$ cat src/axil_reg_pkg.sv
package axil_reg_pkg;

  // Bus widths
  localparam int axil_data_width_lp = 32;
  localparam int axil_addr_width_lp = 32;
  localparam int axil_strb_width_lp = axil_data_width_lp / 8;

  // Register bank geometry
  // Index comes from address bits 5:2
  localparam int reg_count_lp       = 16;
  localparam int reg_index_width_lp = 4;

  // AXI response codes
  localparam logic [1:0] axi_resp_okay_lp = 2'b00;

  // Host access size
  typedef enum logic [1:0]
  {
    size_byte  = 2'b00,
    size_half  = 2'b01,
    size_word  = 2'b10,
    size_dword = 2'b11
  } host_size_e;

  // Adaptor FSM states
  typedef enum logic [1:0]
  {
    st_wait       = 2'b00,
    st_read_resp  = 2'b01,
    st_write_resp = 2'b10
  } axil_state_e;

endpackage
$ cat src/host_req_if.sv
`timescale 1ns/1ps

interface host_req_if
  import axil_reg_pkg::*;
();

  // Request direction, adaptor to bank
  logic                          req_v;
  logic                          req_ready;
  logic [axil_addr_width_lp-1:0] addr;
  logic                          wr_en;
  host_size_e                    data_size;
  logic [axil_data_width_lp-1:0] wdata;

  // Response direction, bank to adaptor
  logic                          resp_v;
  logic                          resp_ready;
  logic [axil_data_width_lp-1:0] rdata;

  modport adaptor_mp
  (
    output req_v, addr, wr_en, data_size, wdata, resp_ready,
    input  req_ready, resp_v, rdata
  );

  modport bank_mp
  (
    input  req_v, addr, wr_en, data_size, wdata, resp_ready,
    output req_ready, resp_v, rdata
  );

endinterface

$ cat src/axil_reg_subsystem.sv
`timescale 1ns/1ps

module axil_reg_subsystem
  import axil_reg_pkg::*;
(
  input  logic                          clk_i,
  input  logic                          reset_i,

  input  logic [axil_addr_width_lp-1:0] s_axil_awaddr_i,
  input  logic [2:0]                    s_axil_awprot_i,
  input  logic                          s_axil_awvalid_i,
  output logic                          s_axil_awready_o,

  input  logic [axil_data_width_lp-1:0] s_axil_wdata_i,
  input  logic [axil_strb_width_lp-1:0] s_axil_wstrb_i,
  input  logic                          s_axil_wvalid_i,
  output logic                          s_axil_wready_o,

  output logic [1:0]                    s_axil_bresp_o,
  output logic                          s_axil_bvalid_o,
  input  logic                          s_axil_bready_i,

  input  logic [axil_addr_width_lp-1:0] s_axil_araddr_i,
  input  logic [2:0]                    s_axil_arprot_i,
  input  logic                          s_axil_arvalid_i,
  output logic                          s_axil_arready_o,

  output logic [axil_data_width_lp-1:0] s_axil_rdata_o,
  output logic [1:0]                    s_axil_rresp_o,
  output logic                          s_axil_rvalid_o,
  input  logic                          s_axil_rready_i
);

  // Host request/response link between adaptor and bank
  host_req_if host_if ();

  axil_client_adaptor u_adaptor
  (
    .clk_i,
    .reset_i,
    .s_axil_awaddr_i,
    .s_axil_awprot_i,
    .s_axil_awvalid_i,
    .s_axil_awready_o,
    .s_axil_wdata_i,
    .s_axil_wstrb_i,
    .s_axil_wvalid_i,
    .s_axil_wready_o,
    .s_axil_bresp_o,
    .s_axil_bvalid_o,
    .s_axil_bready_i,
    .s_axil_araddr_i,
    .s_axil_arprot_i,
    .s_axil_arvalid_i,
    .s_axil_arready_o,
    .s_axil_rdata_o,
    .s_axil_rresp_o,
    .s_axil_rvalid_o,
    .s_axil_rready_i,
    .host (host_if.adaptor_mp)
  );

  host_reg_bank u_bank
  (
    .clk_i,
    .reset_i,
    .host (host_if.bank_mp)
  );

endmodule

$ cat src/host_reg_bank.sv
`timescale 1ns/1ps

module host_reg_bank
  import axil_reg_pkg::*;
(
  input  logic         clk_i,
  input  logic         reset_i,
  host_req_if.bank_mp  host
);

  logic [axil_data_width_lp-1:0] regs_r [reg_count_lp];

  logic                          resp_v_r;
  logic [axil_data_width_lp-1:0] rdata_r;

  logic [reg_index_width_lp-1:0] index;
  logic [axil_strb_width_lp-1:0] lane_mask;
  logic                          req_fire;

  // Word index, addresses alias every 64 bytes
  assign index = host.addr[2 +: reg_index_width_lp];

  // Only accept when nothing is waiting to be taken
  assign host.req_ready = ~resp_v_r;
  assign req_fire       = host.req_v && host.req_ready;

  assign host.resp_v = resp_v_r;
  assign host.rdata  = rdata_r;

  // Byte lanes touched by the access
  always_comb
  begin
    case (host.data_size)
      size_byte:
      begin
        lane_mask = 4'b0001 << host.addr[1:0];
      end
      size_half:
      begin
        lane_mask = host.addr[1] ? 4'b1100 : 4'b0011;
      end
      // Dword treated as a full word on this bus
      default:
      begin
        lane_mask = 4'b1111;
      end
    endcase
  end

  always_ff @(posedge clk_i)
  begin
    if (reset_i)
    begin
      regs_r <= '{default: '0};
    end
    else if (req_fire && host.wr_en)
    begin
      for (int i = 0; i < axil_strb_width_lp; i++)
      begin
        if (lane_mask[i])
        begin
          regs_r[index][8*i +: 8] <= host.wdata[8*i +: 8];
        end
      end
    end
  end

  // One-deep response holding register
  always_ff @(posedge clk_i)
  begin
    if (reset_i)
    begin
      resp_v_r <= 1'b0;
    end
    else if (req_fire)
    begin
      resp_v_r <= 1'b1;
    end
    else if (host.resp_ready)
    begin
      resp_v_r <= 1'b0;
    end
  end

  // Read data sees the word before this cycle's write
  always_ff @(posedge clk_i)
  begin
    if (req_fire)
    begin
      rdata_r <= host.wr_en ? '0 : regs_r[index];
    end
  end

  assert property (@(posedge clk_i) disable iff (reset_i)
    host.resp_v && !host.resp_ready |=> host.resp_v && $stable(host.rdata))
    else $error("Held response changed before it was taken");

endmodule

$ cat src/axil_client_adaptor.sv
`timescale 1ns/1ps

module axil_client_adaptor
  import axil_reg_pkg::*;
(
  input  logic                          clk_i,
  input  logic                          reset_i,

  // Write address channel
  input  logic [axil_addr_width_lp-1:0] s_axil_awaddr_i,
  input  logic [2:0]                    s_axil_awprot_i,
  input  logic                          s_axil_awvalid_i,
  output logic                          s_axil_awready_o,

  // Write data channel
  input  logic [axil_data_width_lp-1:0] s_axil_wdata_i,
  input  logic [axil_strb_width_lp-1:0] s_axil_wstrb_i,
  input  logic                          s_axil_wvalid_i,
  output logic                          s_axil_wready_o,

  // Write response channel
  output logic [1:0]                    s_axil_bresp_o,
  output logic                          s_axil_bvalid_o,
  input  logic                          s_axil_bready_i,

  // Read address channel
  input  logic [axil_addr_width_lp-1:0] s_axil_araddr_i,
  input  logic [2:0]                    s_axil_arprot_i,
  input  logic                          s_axil_arvalid_i,
  output logic                          s_axil_arready_o,

  // Read data channel
  output logic [axil_data_width_lp-1:0] s_axil_rdata_o,
  output logic [1:0]                    s_axil_rresp_o,
  output logic                          s_axil_rvalid_o,
  input  logic                          s_axil_rready_i,

  host_req_if.adaptor_mp                host
);

  axil_state_e state_r;
  axil_state_e state_n;
  host_size_e  wr_size;

  // Strobe pattern to access size, unknown patterns fall back to word
  always_comb
  begin
    case (s_axil_wstrb_i)
      4'h1:    wr_size = size_byte;
      4'h3:    wr_size = size_half;
      4'hF:    wr_size = size_word;
      default: wr_size = size_word;
    endcase
  end

  always_comb
  begin
    state_n = state_r;

    host.req_v      = 1'b0;
    host.addr       = '0;
    host.wr_en      = 1'b0;
    host.data_size  = size_word;
    host.wdata      = '0;
    host.resp_ready = 1'b0;

    s_axil_awready_o = 1'b0;
    s_axil_wready_o  = 1'b0;
    s_axil_arready_o = 1'b0;
    s_axil_bresp_o   = axi_resp_okay_lp;
    s_axil_bvalid_o  = 1'b0;
    s_axil_rdata_o   = '0;
    s_axil_rresp_o   = axi_resp_okay_lp;
    s_axil_rvalid_o  = 1'b0;

    case (state_r)
      st_wait:
      begin
        // Read wins when both are offered
        if (s_axil_arvalid_i)
        begin
          host.req_v       = 1'b1;
          host.addr        = s_axil_araddr_i;
          s_axil_arready_o = host.req_ready;
          if (host.req_ready)
          begin
            state_n = st_read_resp;
          end
        end
        else if (s_axil_awvalid_i && s_axil_wvalid_i)
        begin
          host.req_v       = 1'b1;
          host.addr        = s_axil_awaddr_i;
          host.wr_en       = 1'b1;
          host.data_size   = wr_size;
          host.wdata       = s_axil_wdata_i;
          // Address and data accepted in the same cycle
          s_axil_awready_o = host.req_ready;
          s_axil_wready_o  = host.req_ready;
          if (host.req_ready)
          begin
            state_n = st_write_resp;
          end
        end
      end

      st_read_resp:
      begin
        s_axil_rvalid_o = host.resp_v;
        s_axil_rdata_o  = host.rdata;
        host.resp_ready = s_axil_rready_i;
        if (host.resp_v && s_axil_rready_i)
        begin
          state_n = st_wait;
        end
      end

      st_write_resp:
      begin
        s_axil_bvalid_o = host.resp_v;
        host.resp_ready = s_axil_bready_i;
        if (host.resp_v && s_axil_bready_i)
        begin
          state_n = st_wait;
        end
      end

      default:
      begin
        state_n = st_wait;
      end
    endcase
  end

  always_ff @(posedge clk_i)
  begin
    if (reset_i)
    begin
      state_r <= st_wait;
    end
    else
    begin
      state_r <= state_n;
    end
  end

  // Only unprivileged, secure data accesses are supported
  assert property (@(posedge clk_i) disable iff (reset_i)
    (s_axil_awvalid_i |-> s_axil_awprot_i == 3'b000)
    and (s_axil_arvalid_i |-> s_axil_arprot_i == 3'b000))
    else $error("Unsupported AXI protection mode");

  assert property (@(posedge clk_i) disable iff (reset_i)
    !(s_axil_bvalid_o && s_axil_rvalid_o))
    else $error("B and R channels valid together");

endmodule

$ cat config.mk
export PLATFORM = sky130hd
export DESIGN_NAME = axil_reg_subsystem
export DESIGN_NICKNAME = d
export VERILOG_FILES = /design/src/axil_reg_pkg.sv /design/src/host_req_if.sv /design/src/axil_reg_subsystem.sv /design/src/host_reg_bank.sv /design/src/axil_client_adaptor.sv
export SDC_FILE = /design/constraint.sdc
export NUM_CORES = 1
export LEC_CHECK = 0
export BUFFER_PORTS_ARGS = -buffer_cell sky130_fd_sc_hd__buf_2
export CORE_MARGIN = 3
export CORE_UTILIZATION = 60
export CTS_CLUSTER_DIAMETER = 60
export DETAILED_ROUTE_END_ITERATION = 10
export PLACE_DENSITY = 0.87
export SYNTH_ARGS = -nofsm -noshare
export SYNTH_HDL_FRONTEND = slang
export SYNTH_SLANG_ARGS = --single-unit
$ cat constraint.sdc
create_clock -name clk_i -period 3 [get_ports clk_i]
set_clock_uncertainty 0.1 [all_clocks]
set_input_delay 0.3 -clock clk_i [delete_from_list [all_inputs] [get_ports clk_i]]
set_output_delay 0.3 -clock clk_i [all_outputs]
set_load 0.1 [all_outputs]
==> run summary, run 1 <==
Yosys cell types - 54
Core Util, Final - 69.4%
Max clock buf depth - 3
Worst-path clk slew - 0.06 ns
post-place setup slack - -0.131 ns
GRT Total Usage - 32.8%
PnR Total Power - 19.6 mW
Slew Viols, Final - 0
initial antenna violation count - 1
Final Hold Fails - 0
count leader, synth - dfxtp_1
Initial Utilization - 61.3%
die height - 220 um
Clock Latency Late Sink - 0.61 ns
htree depth - 2
most instantiated cells after synthesis - dfxtp_1, nand2b_1, mux2i_1, o21ai_0, clkbuf_1
CTS sink cnt - 547
CTS tree - yes
final-layout fill cell count - 3,097
Detailed Routing Iterations Pass 1 - 6
final net count - 2,862
Inserted Clock Buffers - 53
DRC Markers - 0
GP Congestion - 0.958
vias in the first global route - 22,800
Netlist Area Pre-Place - 27,400 um2
FMAX - 332 MHz
Final setup viols - 1
CTS Root Cell - clkbuf_16
worst setup path class - flop to flop
largest net degree at the start of global routing - 256
final period utilization - 100%
min Tclk post-route - 3.01 ns
crit start category - flop
Placed Cells - 3,275
ranking of synthesized cells by area - dfxtp_1, mux2i_1, nand2b_1
pwr/cell area - 631 nW/um2
number of synthesized flops with an enable pin - 32
Synth Flop Type - dfxtp_1
failing checks - negative setup slack
async set-reset flop share out of synthesis - 0%
P_leak - 10.5 nW
Vias/cell - 6.78
vias - 22,900
initial DRC count - 3,074
fraction of layout cells with a size suffix above 1 - 18.3%
Die Area - 48,300 um2
Port Buffers - 91
Worst slew margin - 29.9%
Seq/Total Area, Yosys - 41.1%
hold slack - 0.0815 ns
Area growth, synth to finish - 13.2%
worst endpoint required time - 3.24 ns
post-synth top area share - 37.6%
first-pass GRT wire length - 126,000 um
post-route insts no fill - 3,381
drt total wl - 81,900 um
CP Capture Type - flop
n_diodes - 0
Overflow after GRT - 0
CP Max Fanout - 34
HPWL after DPL - 50,100 um
Max IR drop VDD - 492 uV
Core Rows - 77
Worst-Margin Slew - 1.05 ns
cell taking the most area after synthesis - dfxtp_1
Die W - 220 um
wire per inst - 24.2 um
synthesized flop and latch total - 547
Yosys Warn Count - 0
HP Class - input port to flop
Final Worst Setup Slack - -0.0115 ns
Worst EP arrival - 3.26 ns
Synth Area per Inst - 9.99 um2
unrepaired setup endpoints after global routing - true
status - complete, but fails checks
Core ar. - 44,700 um2
I/O pin cnt - 154
Gate Count Post-Synth - 2,743
max-cap violation count - 0
antenna-violating nets left - 0
cell families (layout without fill, tap and decap cells):
| family | Yosys count | count (layout) | share of synthesized area [%] |
|---|---|---|---|
| compound gates | 796 | 796 | 19.8 |
| simple gates | 678 | 678 | 15.6 |
| flops | 547 | 547 | 41.1 |
| mux | 434 | 434 | 18.9 |
| buf+inv | 284 | 327 | 4.40 |
| fa+ha+maj | 3 | 3 | 0.137 |
| other cells | 1 | 4 | 0.0137 |
worst max-delay path, cell delays in order (launching register included):
cell       delay (ns)
dfxtp_1          0.34
inv_1            0.17
ha_4             0.20
buf_12           0.22
nand3_4          0.27
buf_12           0.27
o211ai_1         0.11
a2111oi_0        0.15
a2111oi_0        0.61
buf_4            0.21
o21ai_1          0.07
what timing repair did:
action	4_1_cts	5_1_grt
buffers inserted	0	7
pin swaps	1	1
hold buffers	1	0
endpoints found under the setup margin	27	98
hold endpoints to repair	1	0
resized for setup	8	36
layout by cell type (no fill, tap or decap), types with 38 or more instances in the layout:
cell	n
a2111oi_0	106
and2_1	38
buf_2	89
buf_4	96
clkbuf_16	55
dfxtp_1	515
mux2i_1	337
mux4_2	64
nand2_1	49
nand2b_1	348
nor2b_1	176
o211ai_1	193
o21ai_0	305
o21ai_1	82
per-layer routing:
metal / global-route usage, % / routed length, um / vias to the layer above
met2: 52.2 / 37600 / 1495
li1: - / - / 10100
met5: 0 / 0 / -
met3: 7.74 / 8660 / 284
met4: 15.2 / 3530 / 0
met1: 42.5 / 32100 / 11100
registers in the layout, indices dropped and copies added, names as in the netlist:
name	flops
u_adaptor.state_r	2
u_bank.host.rdata	32
u_bank.regs_r	512
u_bank.host.resp_v	1
final cells by class:
class                           count  area (um2)  area share, %
Multi-Input combinational cell   1915       15200           49.0
Sequential cell                   547       11300           36.3
Inverter                            5        18.8         0.0605
Clock inverter                     26         304          0.980
Tap cell                          592         741           2.39
Timing Repair Buffer              224        1910           6.17
Clock buffer                       72        1570           5.06
worst paths after layout:
path,slack [ns],to,startpoint,cells after the start
worst max-delay path,-0.01,u_bank.host.rdata[16],u_adaptor.state_r[1],10
worst min-delay path,0.08,u_bank.regs_r[85],s_axil_wdata_i[21],4
worst max register to register,-0.01,u_bank.host.rdata[16],u_adaptor.state_r[1],10
worst min register to register,0.37,u_bank.regs_r[411],u_bank.regs_r[411],2
where the power goes:
part	total [mW]	switching (mW)	internal [mW]
logic	4.82	3.62	1.20
registers	7.62	0.0599	7.56
clock network	7.14	2.96	4.18
total	19.6	6.64	12.9
metrics by stage:
stage	cell area, um2	TNS (ns)
4_1_cts	30800	-0.0152
5_1_grt	31000	-0.324
3_3_place_gp	28900	-0.327
6_report	31000	-0.0115
3_5_place_dp	28900	-0.438
2_1_floorplan	27400	0
No activity file was read; power rests on OpenSTA's default activity.
==> run 2, diff against run 1 <==
--- a/config.mk
+++ b/config.mk
@@ -11,6 +11,7 @@
 export CTS_CLUSTER_DIAMETER = 60
 export DETAILED_ROUTE_END_ITERATION = 10
 export PLACE_DENSITY = 0.87
+export SKIP_LAST_GASP = 1
 export SYNTH_ARGS = -nofsm -noshare
 export SYNTH_HDL_FRONTEND = slang
 export SYNTH_SLANG_ARGS = --single-unit
==> run summary, run 2 (same netlist as run 1, synthesis figures left out) <==
vias in the first global route - 22,800
Final Worst Setup Slack - -0.0541 ns
hold slack - 0.0782 ns
Worst EP arrival - 2.65 ns
Worst-path clk slew - 0.06 ns
Core Rows - 77
vias - 22,800
DRC Markers - 0
GP Congestion - 0.958
Initial Utilization - 61.3%
Max IR drop VDD - 503 uV
GRT Total Usage - 32.8%
Overflow after GRT - 0
Core ar. - 44,700 um2
Final Hold Fails - 0
CTS sink cnt - 547
drt total wl - 81,700 um
unrepaired setup endpoints after global routing - true
worst endpoint required time - 2.60 ns
Vias/cell - 6.75
CP Max Fanout - 24
final period utilization - 102%
leading cell types in the layout, fill and taps excluded - dfxtp_1, nand2b_1, mux2i_1, o21ai_0, o211ai_1
status - complete, but fails checks
worst setup path class - flop to output pin
failing checks - negative setup slack
I/O pin cnt - 154
post-route insts no fill - 3,384
largest net degree at the start of global routing - 256
post-place setup slack - -0.131 ns
Final setup viols - 14
pwr/cell area - 631 nW/um2
max-cap violation count - 0
HPWL after DPL - 50,100 um
first-pass GRT wire length - 126,000 um
final net count - 2,865
Worst-Margin Slew - 1.07 ns
CTS tree - yes
crit start category - flop
htree depth - 2
CP Capture Type - output pin
PnR Total Power - 19.6 mW
final-layout fill cell count - 3,102
Clock Latency Late Sink - 0.61 ns
max reg flops - 512
initial DRC count - 3,335
Slew Viols, Final - 0
Die W - 220 um
Inserted Clock Buffers - 53
HP Class - input port to flop
CTS Root Cell - clkbuf_16
antenna-violating nets left - 0
P_leak - 10.5 nW
Area growth, synth to finish - 13.2%
min Tclk post-route - 3.05 ns
wire per inst - 24.1 um
largest reg by FF count - u_bank.regs_r
most common cell after layout, fill and taps aside - dfxtp_1
Die Area - 48,300 um2
initial antenna violation count - 1
Core Util, Final - 69.4%
Detailed Routing Iterations Pass 1 - 6
Placed Cells - 3,275
FMAX - 327 MHz
die height - 220 um
Port Buffers - 91
fraction of layout cells with a size suffix above 1 - 18.1%
Worst slew margin - 28.9%
Max clock buf depth - 3
n_diodes - 0
==> run 2: final cells by class <==
cell class	count	area (um2)	share of cell area, %
clock buffers	72	1570	5.06
clock inverters	26	304	0.980
inverters	5	18.8	0.0605
multi-input cells	1915	15200	48.9
flip-flops and latches	547	11300	36.3
well taps	592	741	2.39
repair buffers	227	1940	6.24
==> run 2: worst paths after layout <==
kind                                           start                    to  slack [ns]  depth (start not counted)
worst max-delay path            u_adaptor.state_r[1]    s_axil_rdata_o[27]       -0.05                          5
worst min-delay path              s_axil_wdata_i[21]     u_bank.regs_r[85]        0.08                          4
worst max register to register  u_adaptor.state_r[1]  u_bank.host.rdata[3]        0.03                         10
worst min register to register    u_bank.regs_r[411]    u_bank.regs_r[411]        0.37                          2
==> run 2: per-layer routing <==
layer,track usage (%),vias to the layer above,part of all wire (%)
met5,0,-,0
met4,15.2,0,4.6
met3,7.72,287,11
met2,52.3,1462,46
met1,42.5,11000,39
li1,-,10100,-
==> run 2: report_power, final <==
part | internal (mW) | total, mW | switching (mW)
logic | 1.20 | 4.82 | 3.62
clock network | 4.18 | 7.13 | 2.95
registers | 7.57 | 7.62 | 0.0571
==> run 2: critical path, stage by stage, from the launching register on <==
cell and delay [ns]:
dfxtp_1 0.34, inv_1 0.15, ha_2 0.52, buf_4 0.37, and2_1 0.20, buf_2 0.43
==> run 2: per-stage QoR <==
step | instance area (um2) | TNS, ns
floorplan | 27400 | 0
global placement | 28900 | -0.327
detailed placement | 28900 | -0.438
CTS | 30800 | -0.0372
global route | 31000 | -0.828
finish | 31000 | -0.282
==> run 2: timing repair <==
action                                 in CTS  in global routing
endpoints found under the hold margin       1                  0
resized for setup                           8                 24
pin swaps                                   0                  3
setup buffers                               0                 10
hold buffers                                1                  0
setup endpoints to repair                  27                 98
cloned                                      0                  0
